==> src/source/rv_id_consts.svh <==
`ifndef RV_ID_CONSTS_SVH
`define RV_ID_CONSTS_SVH

// Datapath widths
`define RV_XLEN        32
`define RV_REG_ADDR_W  5
`define RV_INSTR_W     32

// RV32I base opcodes
`define RV_OP_LUI      7'b0110111
`define RV_OP_AUIPC    7'b0010111
`define RV_OP_JAL      7'b1101111
`define RV_OP_JALR     7'b1100111
`define RV_OP_BRANCH   7'b1100011
`define RV_OP_LOAD     7'b0000011
`define RV_OP_STORE    7'b0100011
`define RV_OP_IMM      7'b0010011
`define RV_OP_REG      7'b0110011
`define RV_OP_SYSTEM   7'b1110011

// Trap causes
`define RV_TRAP_NONE     2'd0
`define RV_TRAP_ILLEGAL  2'd1
`define RV_TRAP_EBREAK   2'd2

// Write-back result source
`define RV_RES_ALU  2'd0
`define RV_RES_MEM  2'd1
`define RV_RES_PC4  2'd2

// ALU operand A source
`define RV_ASRC_REG   2'd0
`define RV_ASRC_PC    2'd1
`define RV_ASRC_ZERO  2'd2

`endif

==> src/source/rv_id_pkg.sv <==
`include "rv_id_consts.svh"

package rv_id_pkg;

  // ========================================
  // Datapath types
  // ========================================

  // One architectural data word
  typedef logic [`RV_XLEN-1:0] xlen_t;

  // Register number x0..x31
  typedef logic [`RV_REG_ADDR_W-1:0] reg_addr_t;

  // Raw instruction word from fetch
  typedef logic [`RV_INSTR_W-1:0] instr_t;

  // Minor opcode field, bits 14:12
  typedef logic [2:0] funct3_t;

  // ========================================
  // Control field types
  // ========================================

  // Trap cause, see RV_TRAP_* codes
  typedef logic [1:0] trap_code_t;

  // Write-back source, see RV_RES_* codes
  typedef logic [1:0] res_src_t;

  // ALU A operand select, see RV_ASRC_* codes
  typedef logic [1:0] alu_a_src_t;

endpackage

==> src/source/rv_id_ctrl_if.sv <==
`timescale 1ns/10ps

interface rv_id_ctrl_if;

  // Flags that a bubble or flush must clear
  logic reg_write;
  logic mem_read;
  logic mem_write;
  logic is_branch;
  logic is_jal;
  logic is_jalr;

  // Operand and result selects
  logic                   alu_b_src;
  rv_id_pkg::alu_a_src_t  alu_a_src;
  rv_id_pkg::res_src_t    res_src;

  // Decoded fields
  rv_id_pkg::reg_addr_t   rd;
  rv_id_pkg::funct3_t     funct3;
  rv_id_pkg::xlen_t       imm;
  rv_id_pkg::trap_code_t  trap_code;

  modport decoder_mp (
    output reg_write, mem_read, mem_write, is_branch, is_jal, is_jalr,
    output alu_b_src, alu_a_src, res_src, rd, funct3, imm, trap_code
  );

  modport stage_mp (
    input reg_write, mem_read, mem_write, is_branch, is_jal, is_jalr,
    input alu_b_src, alu_a_src, res_src, rd, funct3, imm, trap_code
  );

endinterface

==> src/source/rv_instr_decoder.sv <==
`timescale 1ns/10ps
`include "rv_id_consts.svh"

module rv_instr_decoder (
  input  rv_id_pkg::instr_t    instr_i,
  rv_id_ctrl_if.decoder_mp     ctrl,
  output rv_id_pkg::reg_addr_t rs1_o,
  output rv_id_pkg::reg_addr_t rs2_o,
  output logic                 rs1_used_o,
  output logic                 rs2_used_o
);

  logic [6:0]         opcode;
  rv_id_pkg::funct3_t funct3;
  rv_id_pkg::xlen_t   imm_i;
  rv_id_pkg::xlen_t   imm_s;
  rv_id_pkg::xlen_t   imm_b;
  rv_id_pkg::xlen_t   imm_u;
  rv_id_pkg::xlen_t   imm_j;
  logic               illegal;

  assign opcode = instr_i[6:0];
  assign funct3 = instr_i[14:12];

  // Register fields sit at fixed positions in every format
  assign rs1_o       = instr_i[19:15];
  assign rs2_o       = instr_i[24:20];
  assign ctrl.rd     = instr_i[11:7];
  assign ctrl.funct3 = funct3;

  // ========================================
  // Immediate formats
  // ========================================

  assign imm_i = {{20{instr_i[31]}}, instr_i[31:20]};
  assign imm_s = {{20{instr_i[31]}}, instr_i[31:25], instr_i[11:7]};
  assign imm_b = {{19{instr_i[31]}}, instr_i[31], instr_i[7], instr_i[30:25],
                  instr_i[11:8], 1'b0};
  assign imm_u = {instr_i[31:12], 12'b0};
  assign imm_j = {{11{instr_i[31]}}, instr_i[31], instr_i[19:12], instr_i[20],
                  instr_i[30:21], 1'b0};

  // ========================================
  // Opcode decode
  // ========================================

  always_comb begin
    ctrl.reg_write = 1'b0;
    ctrl.mem_read  = 1'b0;
    ctrl.mem_write = 1'b0;
    ctrl.is_branch = 1'b0;
    ctrl.is_jal    = 1'b0;
    ctrl.is_jalr   = 1'b0;
    ctrl.alu_b_src = 1'b1;
    ctrl.alu_a_src = `RV_ASRC_REG;
    ctrl.res_src   = `RV_RES_ALU;
    ctrl.imm       = imm_i;
    ctrl.trap_code = `RV_TRAP_NONE;
    rs1_used_o     = 1'b0;
    rs2_used_o     = 1'b0;
    illegal        = 1'b0;

    case (opcode)
      `RV_OP_LUI: begin
        ctrl.reg_write = 1'b1;
        ctrl.alu_a_src = `RV_ASRC_ZERO;
        ctrl.imm       = imm_u;
      end
      `RV_OP_AUIPC: begin
        ctrl.reg_write = 1'b1;
        ctrl.alu_a_src = `RV_ASRC_PC;
        ctrl.imm       = imm_u;
      end
      `RV_OP_JAL: begin
        // ALU forms the target from PC, rd gets pc+4
        ctrl.reg_write = 1'b1;
        ctrl.is_jal    = 1'b1;
        ctrl.alu_a_src = `RV_ASRC_PC;
        ctrl.res_src   = `RV_RES_PC4;
        ctrl.imm       = imm_j;
      end
      `RV_OP_JALR: begin
        ctrl.reg_write = 1'b1;
        ctrl.is_jalr   = 1'b1;
        ctrl.res_src   = `RV_RES_PC4;
        rs1_used_o     = 1'b1;
        illegal        = (funct3 != 3'd0);
      end
      `RV_OP_BRANCH: begin
        ctrl.is_branch = 1'b1;
        ctrl.alu_b_src = 1'b0;
        ctrl.imm       = imm_b;
        rs1_used_o     = 1'b1;
        rs2_used_o     = 1'b1;
        illegal        = (funct3 == 3'd2) || (funct3 == 3'd3);
      end
      `RV_OP_LOAD: begin
        ctrl.reg_write = 1'b1;
        ctrl.mem_read  = 1'b1;
        ctrl.res_src   = `RV_RES_MEM;
        rs1_used_o     = 1'b1;
        // LB LH LW LBU LHU only
        illegal        = (funct3 == 3'd3) || (funct3 == 3'd6) || (funct3 == 3'd7);
      end
      `RV_OP_STORE: begin
        ctrl.mem_write = 1'b1;
        ctrl.imm       = imm_s;
        rs1_used_o     = 1'b1;
        rs2_used_o     = 1'b1;
        illegal        = (funct3 > 3'd2);
      end
      `RV_OP_IMM: begin
        ctrl.reg_write = 1'b1;
        rs1_used_o     = 1'b1;
      end
      `RV_OP_REG: begin
        ctrl.reg_write = 1'b1;
        ctrl.alu_b_src = 1'b0;
        ctrl.imm       = '0;
        rs1_used_o     = 1'b1;
        rs2_used_o     = 1'b1;
      end
      `RV_OP_SYSTEM: begin
        // EBREAK is the only SYSTEM encoding supported here
        if (instr_i[31:20] == 12'h001 && instr_i[19:7] == '0) begin
          ctrl.trap_code = `RV_TRAP_EBREAK;
        end else begin
          illegal = 1'b1;
        end
      end
      default: illegal = 1'b1;
    endcase

    // Illegal encodings must not touch state downstream
    if (illegal) begin
      ctrl.reg_write = 1'b0;
      ctrl.mem_read  = 1'b0;
      ctrl.mem_write = 1'b0;
      ctrl.is_branch = 1'b0;
      ctrl.is_jal    = 1'b0;
      ctrl.is_jalr   = 1'b0;
      ctrl.trap_code = `RV_TRAP_ILLEGAL;
    end
  end

endmodule

==> src/source/rv_regfile.sv <==
`timescale 1ns/10ps

module rv_regfile #(
  parameter int WRITE_THROUGH = 1
) (
  input  logic                 clk,
  input  rv_id_pkg::reg_addr_t rs1_addr_i,
  input  rv_id_pkg::reg_addr_t rs2_addr_i,
  output rv_id_pkg::xlen_t     rs1_data_o,
  output rv_id_pkg::xlen_t     rs2_data_o,
  input  logic                 wr_en_i,
  input  rv_id_pkg::reg_addr_t wr_addr_i,
  input  rv_id_pkg::xlen_t     wr_data_i
);

  // x1..x31 only, x0 has no storage
  rv_id_pkg::xlen_t regs [31:1];

  always_ff @(posedge clk) begin
    if (wr_en_i && wr_addr_i != '0) begin
      regs[wr_addr_i] <= wr_data_i;
    end
  end

  // Shared read port logic
  function automatic rv_id_pkg::xlen_t read_port(input rv_id_pkg::reg_addr_t addr);
    if (addr == '0) begin
      return '0;
    end else if (WRITE_THROUGH != 0 && wr_en_i && wr_addr_i == addr) begin
      // Same-cycle write-back is visible to the reader
      return wr_data_i;
    end else begin
      return regs[addr];
    end
  endfunction

  always_comb begin
    rs1_data_o = read_port(rs1_addr_i);
  end

  always_comb begin
    rs2_data_o = read_port(rs2_addr_i);
  end

endmodule

==> src/source/rv_id_ex_reg.sv <==
`timescale 1ns/10ps
`include "rv_id_consts.svh"

module rv_id_ex_reg (
  input  logic                  clk,
  input  logic                  rst_n_i,
  input  logic                  s_valid_i,
  input  logic                  stall_i,
  input  logic                  data_hazard_i,
  input  logic                  flush_i,
  output logic                  m_valid_o,
  input  logic                  m_ready_i,
  rv_id_ctrl_if.stage_mp        ctrl,
  input  rv_id_pkg::reg_addr_t  rs1_addr_i,
  input  rv_id_pkg::reg_addr_t  rs2_addr_i,
  input  rv_id_pkg::xlen_t      rs1_data_i,
  input  rv_id_pkg::xlen_t      rs2_data_i,
  input  rv_id_pkg::xlen_t      pc_i,
  output logic                  reg_write_o,
  output logic                  mem_read_o,
  output logic                  mem_write_o,
  output logic                  is_branch_o,
  output logic                  is_jal_o,
  output logic                  is_jalr_o,
  output logic                  alu_b_src_o,
  output rv_id_pkg::alu_a_src_t alu_a_src_o,
  output rv_id_pkg::res_src_t   res_src_o,
  output rv_id_pkg::trap_code_t trap_code_o,
  output rv_id_pkg::reg_addr_t  rd_o,
  output rv_id_pkg::reg_addr_t  rs1_o,
  output rv_id_pkg::reg_addr_t  rs2_o,
  output rv_id_pkg::funct3_t    funct3_o,
  output rv_id_pkg::xlen_t      imm_o,
  output rv_id_pkg::xlen_t      rs1_data_o,
  output rv_id_pkg::xlen_t      rs2_data_o,
  output rv_id_pkg::xlen_t      pc_o
);

  logic advance;
  logic kill;

  // Move when not stalled and the slot is empty or being taken
  assign advance = !stall_i && (!m_valid_o || m_ready_i);
  assign kill    = data_hazard_i || flush_i;

  // ========================================
  // Control state
  // ========================================

  always_ff @(posedge clk or negedge rst_n_i) begin
    if (!rst_n_i) begin
      m_valid_o   <= 1'b0;
      reg_write_o <= 1'b0;
      mem_read_o  <= 1'b0;
      mem_write_o <= 1'b0;
      is_branch_o <= 1'b0;
      is_jal_o    <= 1'b0;
      is_jalr_o   <= 1'b0;
      trap_code_o <= `RV_TRAP_NONE;
    end else if (advance && !kill) begin
      m_valid_o   <= s_valid_i;
      reg_write_o <= ctrl.reg_write;
      mem_read_o  <= ctrl.mem_read;
      mem_write_o <= ctrl.mem_write;
      is_branch_o <= ctrl.is_branch;
      is_jal_o    <= ctrl.is_jal;
      is_jalr_o   <= ctrl.is_jalr;
      trap_code_o <= ctrl.trap_code;
    end else if (advance || flush_i) begin
      // Bubble on capture, or flush of the held entry
      m_valid_o   <= 1'b0;
      reg_write_o <= 1'b0;
      mem_read_o  <= 1'b0;
      mem_write_o <= 1'b0;
      is_branch_o <= 1'b0;
      is_jal_o    <= 1'b0;
      is_jalr_o   <= 1'b0;
      trap_code_o <= `RV_TRAP_NONE;
    end
  end

  // ========================================
  // Payload
  // ========================================

  always_ff @(posedge clk) begin
    if (advance) begin
      alu_b_src_o <= ctrl.alu_b_src;
      alu_a_src_o <= ctrl.alu_a_src;
      res_src_o   <= ctrl.res_src;
      rd_o        <= ctrl.rd;
      funct3_o    <= ctrl.funct3;
      imm_o       <= ctrl.imm;
      rs1_o       <= rs1_addr_i;
      rs2_o       <= rs2_addr_i;
      rs1_data_o  <= rs1_data_i;
      rs2_data_o  <= rs2_data_i;
      pc_o        <= pc_i;
    end
  end

endmodule

==> src/source/rv_stage_id.sv <==
`timescale 1ns/10ps

module rv_stage_id (
  input  logic                  clk,
  input  logic                  rst_n_i,
  input  logic                  s_valid_i,
  input  rv_id_pkg::instr_t     instr_i,
  input  rv_id_pkg::xlen_t      pc_i,
  input  logic                  stall_i,
  input  logic                  data_hazard_i,
  input  logic                  flush_i,
  // Write-back port
  input  logic                  reg_write_wb_i,
  input  rv_id_pkg::reg_addr_t  rd_wb_i,
  input  rv_id_pkg::xlen_t      rd_data_wb_i,
  // To EX
  output logic                  m_valid_o,
  input  logic                  m_ready_i,
  output logic                  reg_write_ex_o,
  output logic                  mem_read_ex_o,
  output logic                  mem_write_ex_o,
  output logic                  is_branch_ex_o,
  output logic                  is_jal_ex_o,
  output logic                  is_jalr_ex_o,
  output logic                  alu_b_src_ex_o,
  output rv_id_pkg::alu_a_src_t alu_a_src_ex_o,
  output rv_id_pkg::res_src_t   res_src_ex_o,
  output rv_id_pkg::trap_code_t trap_code_ex_o,
  output rv_id_pkg::reg_addr_t  rd_ex_o,
  output rv_id_pkg::reg_addr_t  rs1_ex_o,
  output rv_id_pkg::reg_addr_t  rs2_ex_o,
  output rv_id_pkg::funct3_t    funct3_ex_o,
  output rv_id_pkg::xlen_t      imm_ex_o,
  output rv_id_pkg::xlen_t      rs1_data_ex_o,
  output rv_id_pkg::xlen_t      rs2_data_ex_o,
  output rv_id_pkg::xlen_t      pc_ex_o,
  // To hazard unit
  output rv_id_pkg::reg_addr_t  rs1_id_o,
  output rv_id_pkg::reg_addr_t  rs2_id_o,
  output logic                  rs1_used_id_o,
  output logic                  rs2_used_id_o
);

  rv_id_pkg::xlen_t rs1_data_id;
  rv_id_pkg::xlen_t rs2_data_id;

  rv_id_ctrl_if ctrl_if ();

  rv_instr_decoder u_decoder (
    .instr_i    (instr_i),
    .ctrl       (ctrl_if.decoder_mp),
    .rs1_o      (rs1_id_o),
    .rs2_o      (rs2_id_o),
    .rs1_used_o (rs1_used_id_o),
    .rs2_used_o (rs2_used_id_o)
  );

  rv_regfile #(
    .WRITE_THROUGH (1)
  ) u_regfile (
    .clk        (clk),
    .rs1_addr_i (rs1_id_o),
    .rs2_addr_i (rs2_id_o),
    .rs1_data_o (rs1_data_id),
    .rs2_data_o (rs2_data_id),
    .wr_en_i    (reg_write_wb_i),
    .wr_addr_i  (rd_wb_i),
    .wr_data_i  (rd_data_wb_i)
  );

  rv_id_ex_reg u_id_ex (
    .clk           (clk),
    .rst_n_i       (rst_n_i),
    .s_valid_i     (s_valid_i),
    .stall_i       (stall_i),
    .data_hazard_i (data_hazard_i),
    .flush_i       (flush_i),
    .m_valid_o     (m_valid_o),
    .m_ready_i     (m_ready_i),
    .ctrl          (ctrl_if.stage_mp),
    .rs1_addr_i    (rs1_id_o),
    .rs2_addr_i    (rs2_id_o),
    .rs1_data_i    (rs1_data_id),
    .rs2_data_i    (rs2_data_id),
    .pc_i          (pc_i),
    .reg_write_o   (reg_write_ex_o),
    .mem_read_o    (mem_read_ex_o),
    .mem_write_o   (mem_write_ex_o),
    .is_branch_o   (is_branch_ex_o),
    .is_jal_o      (is_jal_ex_o),
    .is_jalr_o     (is_jalr_ex_o),
    .alu_b_src_o   (alu_b_src_ex_o),
    .alu_a_src_o   (alu_a_src_ex_o),
    .res_src_o     (res_src_ex_o),
    .trap_code_o   (trap_code_ex_o),
    .rd_o          (rd_ex_o),
    .rs1_o         (rs1_ex_o),
    .rs2_o         (rs2_ex_o),
    .funct3_o      (funct3_ex_o),
    .imm_o         (imm_ex_o),
    .rs1_data_o    (rs1_data_ex_o),
    .rs2_data_o    (rs2_data_ex_o),
    .pc_o          (pc_ex_o)
  );

endmodule

==> config.mk <==
export PLATFORM = sky130hd
export DESIGN_NAME = rv_stage_id
export DESIGN_NICKNAME = d
export VERILOG_FILES = /design/src/source/rv_id_pkg.sv /design/src/source/rv_id_ctrl_if.sv /design/src/source/rv_instr_decoder.sv /design/src/source/rv_regfile.sv /design/src/source/rv_id_ex_reg.sv /design/src/source/rv_stage_id.sv
export VERILOG_INCLUDE_DIRS = /design/src /design/src/source
export SDC_FILE = /design/constraint.sdc
export NUM_CORES = 2
export LEC_CHECK = 0
export BUFFER_PORTS_ARGS = -buffer_cell sky130_fd_sc_hd__buf_4
export CAP_MARGIN = 20
export CORE_MARGIN = 2
export CORE_UTILIZATION = 60
export CTS_CLUSTER_DIAMETER = 50
export CTS_CLUSTER_SIZE = 40
export DETAILED_ROUTE_END_ITERATION = 10
export PLACE_DENSITY = 0.78
export SLEW_MARGIN = 20
export SYNTH_ARGS = -nofsm -noshare
export SYNTH_HDL_FRONTEND = slang
export SYNTH_HIERARCHICAL = 1
export SYNTH_SLANG_ARGS = --single-unit
==> constraint.sdc <==
create_clock -name clk -period 9.52 [get_ports clk]
set_input_delay 0.476 -clock clk [delete_from_list [all_inputs] [get_ports clk]]
set_output_delay 0.476 -clock clk [all_outputs]
set_load 0.03 [all_outputs]
==> flow_summary.ini <==
[synth]
synth_largest_area_cell = edfxtp_1
synth.net_count = 3299
synth.distinct_cells = 70
synth-edff-count = 1143
yosysWarnings = 6
synth_seq_cells = 1152
synth.area.top_cells = edfxtp_1, mux4_2, mux2i_1
synth_ff_type = edfxtp_1
synth-async-reset-ratio = 0.00781
synth_top_area_share = 0.645
ys_seq_area_frac = 0.650
syn_avg_cell_area_um2 = 16.7
netlist_area_um2 = 53200
synthCells = 3190

[outcome]
status = finished, final reports clean

[clock_network]
htreeDepth = 3
clkTransAtPathRegs_ns = 0.07
cts_buffers = 106
cts_max_path_buffers = 3
cts_root_buf = clkbuf_16
numClockSinks = 1152
ctsResizeCount = 0
postCtsSetupRepairBufs = 0
cts_tree = built
worstSkewPairLatency_ns = 0.71

[timing]
rsz0062_at_grt = no
slew_violations = 0
post-route-min-period_ns = 3.69
fmax_mhz = 271
finalHoldViolCount = 0
tightestPinTransition_ns = 1.20
timing.slew.headroom = 0.199
setup_viol_count_final = 0
fin_tns_setup_ns = 0
period_share = 0.387
fin_skew_ns = 0.0356

[pwr]
p_leak_nw = 20.4
power_density_nw_per_um2 = 189
vdd_ir_drop_max_mv = 0.209

[placed_design]
gp_congestion = 0.858
io_buffer_count = 280
hpwl_um = 94100

[floorplanning]
core_area_um2 = 88100
dieArea_um2 = 91000
die_y_um = 302
pin_count = 281
fp.dieW_um = 302
initial_utilization = 0.604
num_rows = 109

[detailed_routing]
detail-route-antenna-nets = 0
viasPerCell = 7.67
wire_per_inst_um = 37.1
remaining_drc_errors = 0
initialDrtViolationCount = 6934
vias = 35893
drt-total-wl_um = 174000
firstDrtPassIters = 6

[final_layout]
postLayoutCoreUtil = 0.686
final_cell_mix = edfxtp_1, mux2i_1, buf_4, mux4_2, nand2_1
areaGrowthSynthToFinish_pct = 13.7
drive_gt1_frac = 0.261
fin_nets = 3524
final_common_cell = edfxtp_1

[setup_path]
crit_arrival_ns = 4.12
crit_path_end_kind = flop
start_kind = input port
crit_type = input port to flop
crit_required_ns = 9.96
critPathMaxFanout = 48

[global_routing]
grt_max_degree = 145
grt_pass1_vias = 34585
grt_usage = 0.379
antenna_found_initial = 20
overflow = 0
grt_pass1_wl_um = 243000

[job]
drv_cap = 0

[hold_path]
min_path_type = input port to flop
[power breakdown]
part	switching (W)	leakage [nW]	internal, W
registers	0.0000705	10.5	0.00569
clock network	0.00217	1.84	0.00240
logic	0.000711	8.05	0.000408
[critical path, cell delays in order]
cell and delay (ns):
buf_8 0.40, buf_4 0.84, nand2b_1 0.76, buf_4 0.37, o22ai_1 0.13, o41ai_1 0.41
a21oi_1 0.10, o41ai_1 0.55
[stage by stage]
| step | cells | hold slack [ns] | cell area [µm²] | total power (W) | setup slack (ns) |
|---|---|---|---|---|---|
| 6_report | 4681 | 0.0323 | 60500 | 0.0115 | 5.83 |
| 5_1_grt | 4680 | 0.0164 | 60500 | 0.0117 | 5.71 |
| 4_1_cts | 4669 | 0.00162 | 60400 | 0.0114 | 5.88 |
| 3_5_place_dp | 4433 | 0.306 | 56200 | 0.00694 | 5.15 |
| 3_3_place_gp | 4433 | 0.304 | 56200 | 0.00692 | 5.25 |
| 2_1_floorplan | 3190 | 0.180 | 53200 | 0.00652 | 1.74 |
[registers in the layout (all words and copies together), names as in the netlist]
name                 cells
u_regfile/regs         992
u_id_ex/imm_o           32
u_id_ex/pc_o            32
u_id_ex/rs1_data_o      32
u_id_ex/rs2_data_o      32
u_id_ex/rd_o             5
u_id_ex/rs1_o            5
u_id_ex/rs2_o            5
u_id_ex/funct3_o         3
u_id_ex/alu_a_src_o      2
u_id_ex/res_src_o        2
u_id_ex/trap_code_o      2
u_id_ex/alu_b_src_o      1
u_id_ex/is_branch_o      1
u_id_ex/is_jal_o         1
u_id_ex/is_jalr_o        1
u_id_ex/m_valid_o        1
u_id_ex/mem_read_o       1
u_id_ex/mem_write_o      1
u_id_ex/reg_write_o      1
[area by class of cell]
type                       instances  area, µm²
fill                            5519      27600
timing repair buffer             395       3140
sequential                      1152      34500
antenna                           12       30.0
multi-input combinational       1755      17500
clock inverter                    89       1110
clock buffer                     108       2680
inverter                           5       20.0
tap                             1165       1460
[final timing paths]
check	from	endpoint	slack, ns	cells after the start
min	flush_i	u_id_ex/trap_code_o[1]	0.03	2
max	instr_i[15]	u_id_ex/rs1_data_o[1]	5.83	8
max in group asynchronous	rst_n_i	u_id_ex/m_valid_o	9.21	2
min in group asynchronous	rst_n_i	u_id_ex/mem_write_o	0.17	2
max reg2reg	u_regfile/regs[8][25]	u_id_ex/rs1_data_o[25]	7.41	5
min reg2reg	u_id_ex/is_jal_o	u_id_ex/is_jal_o	0.56	2
[cell usage after synthesis, types with 20 or more instances]
master and count:
a2111o_1 20, a211o_1 21, a211oi_1 80, a21oi_1 100, a22o_1 25, a22oi_1 31, a31oi_1 20, a32o_1 31
buf_2 82, buf_4 59, clkbuf_1 112, edfxtp_1 1143, mux2_1 27, mux2_2 21, mux2i_1 361, mux4_2 281
nand2_1 169, nand3_1 36, nor2_1 116, nor2b_1 34, nor3_1 29, o211ai_1 33, o21ai_0 42, o22ai_1 88
o41ai_1 24
[routing by layer]
metal / vias up / track usage / wire (µm) / share of wire
li1: 13694 / - / - / -
met5: - / 0.00155 / 106 / 0.00061
met1: 17851 / 0.518 / 57800 / 0.33
met4: 14 / 0.223 / 11700 / 0.068
met3: 672 / 0.102 / 28000 / 0.16
met2: 3662 / 0.554 / 76200 / 0.44
[logic make-up after synthesis]
group           share of synthesized area
simple gates                       0.0408
compound gates                     0.0826
flops                               0.650
xor+xnor                          0.00181
mux                                 0.197
buf+inv                            0.0280
[what timing repair did]
item                       CTS  global route
hold buffers                39             0
hold endpoints to repair    47             0
setup endpoints to repair    0             0
No activity file was read; power rests on OpenSTA's default activity.
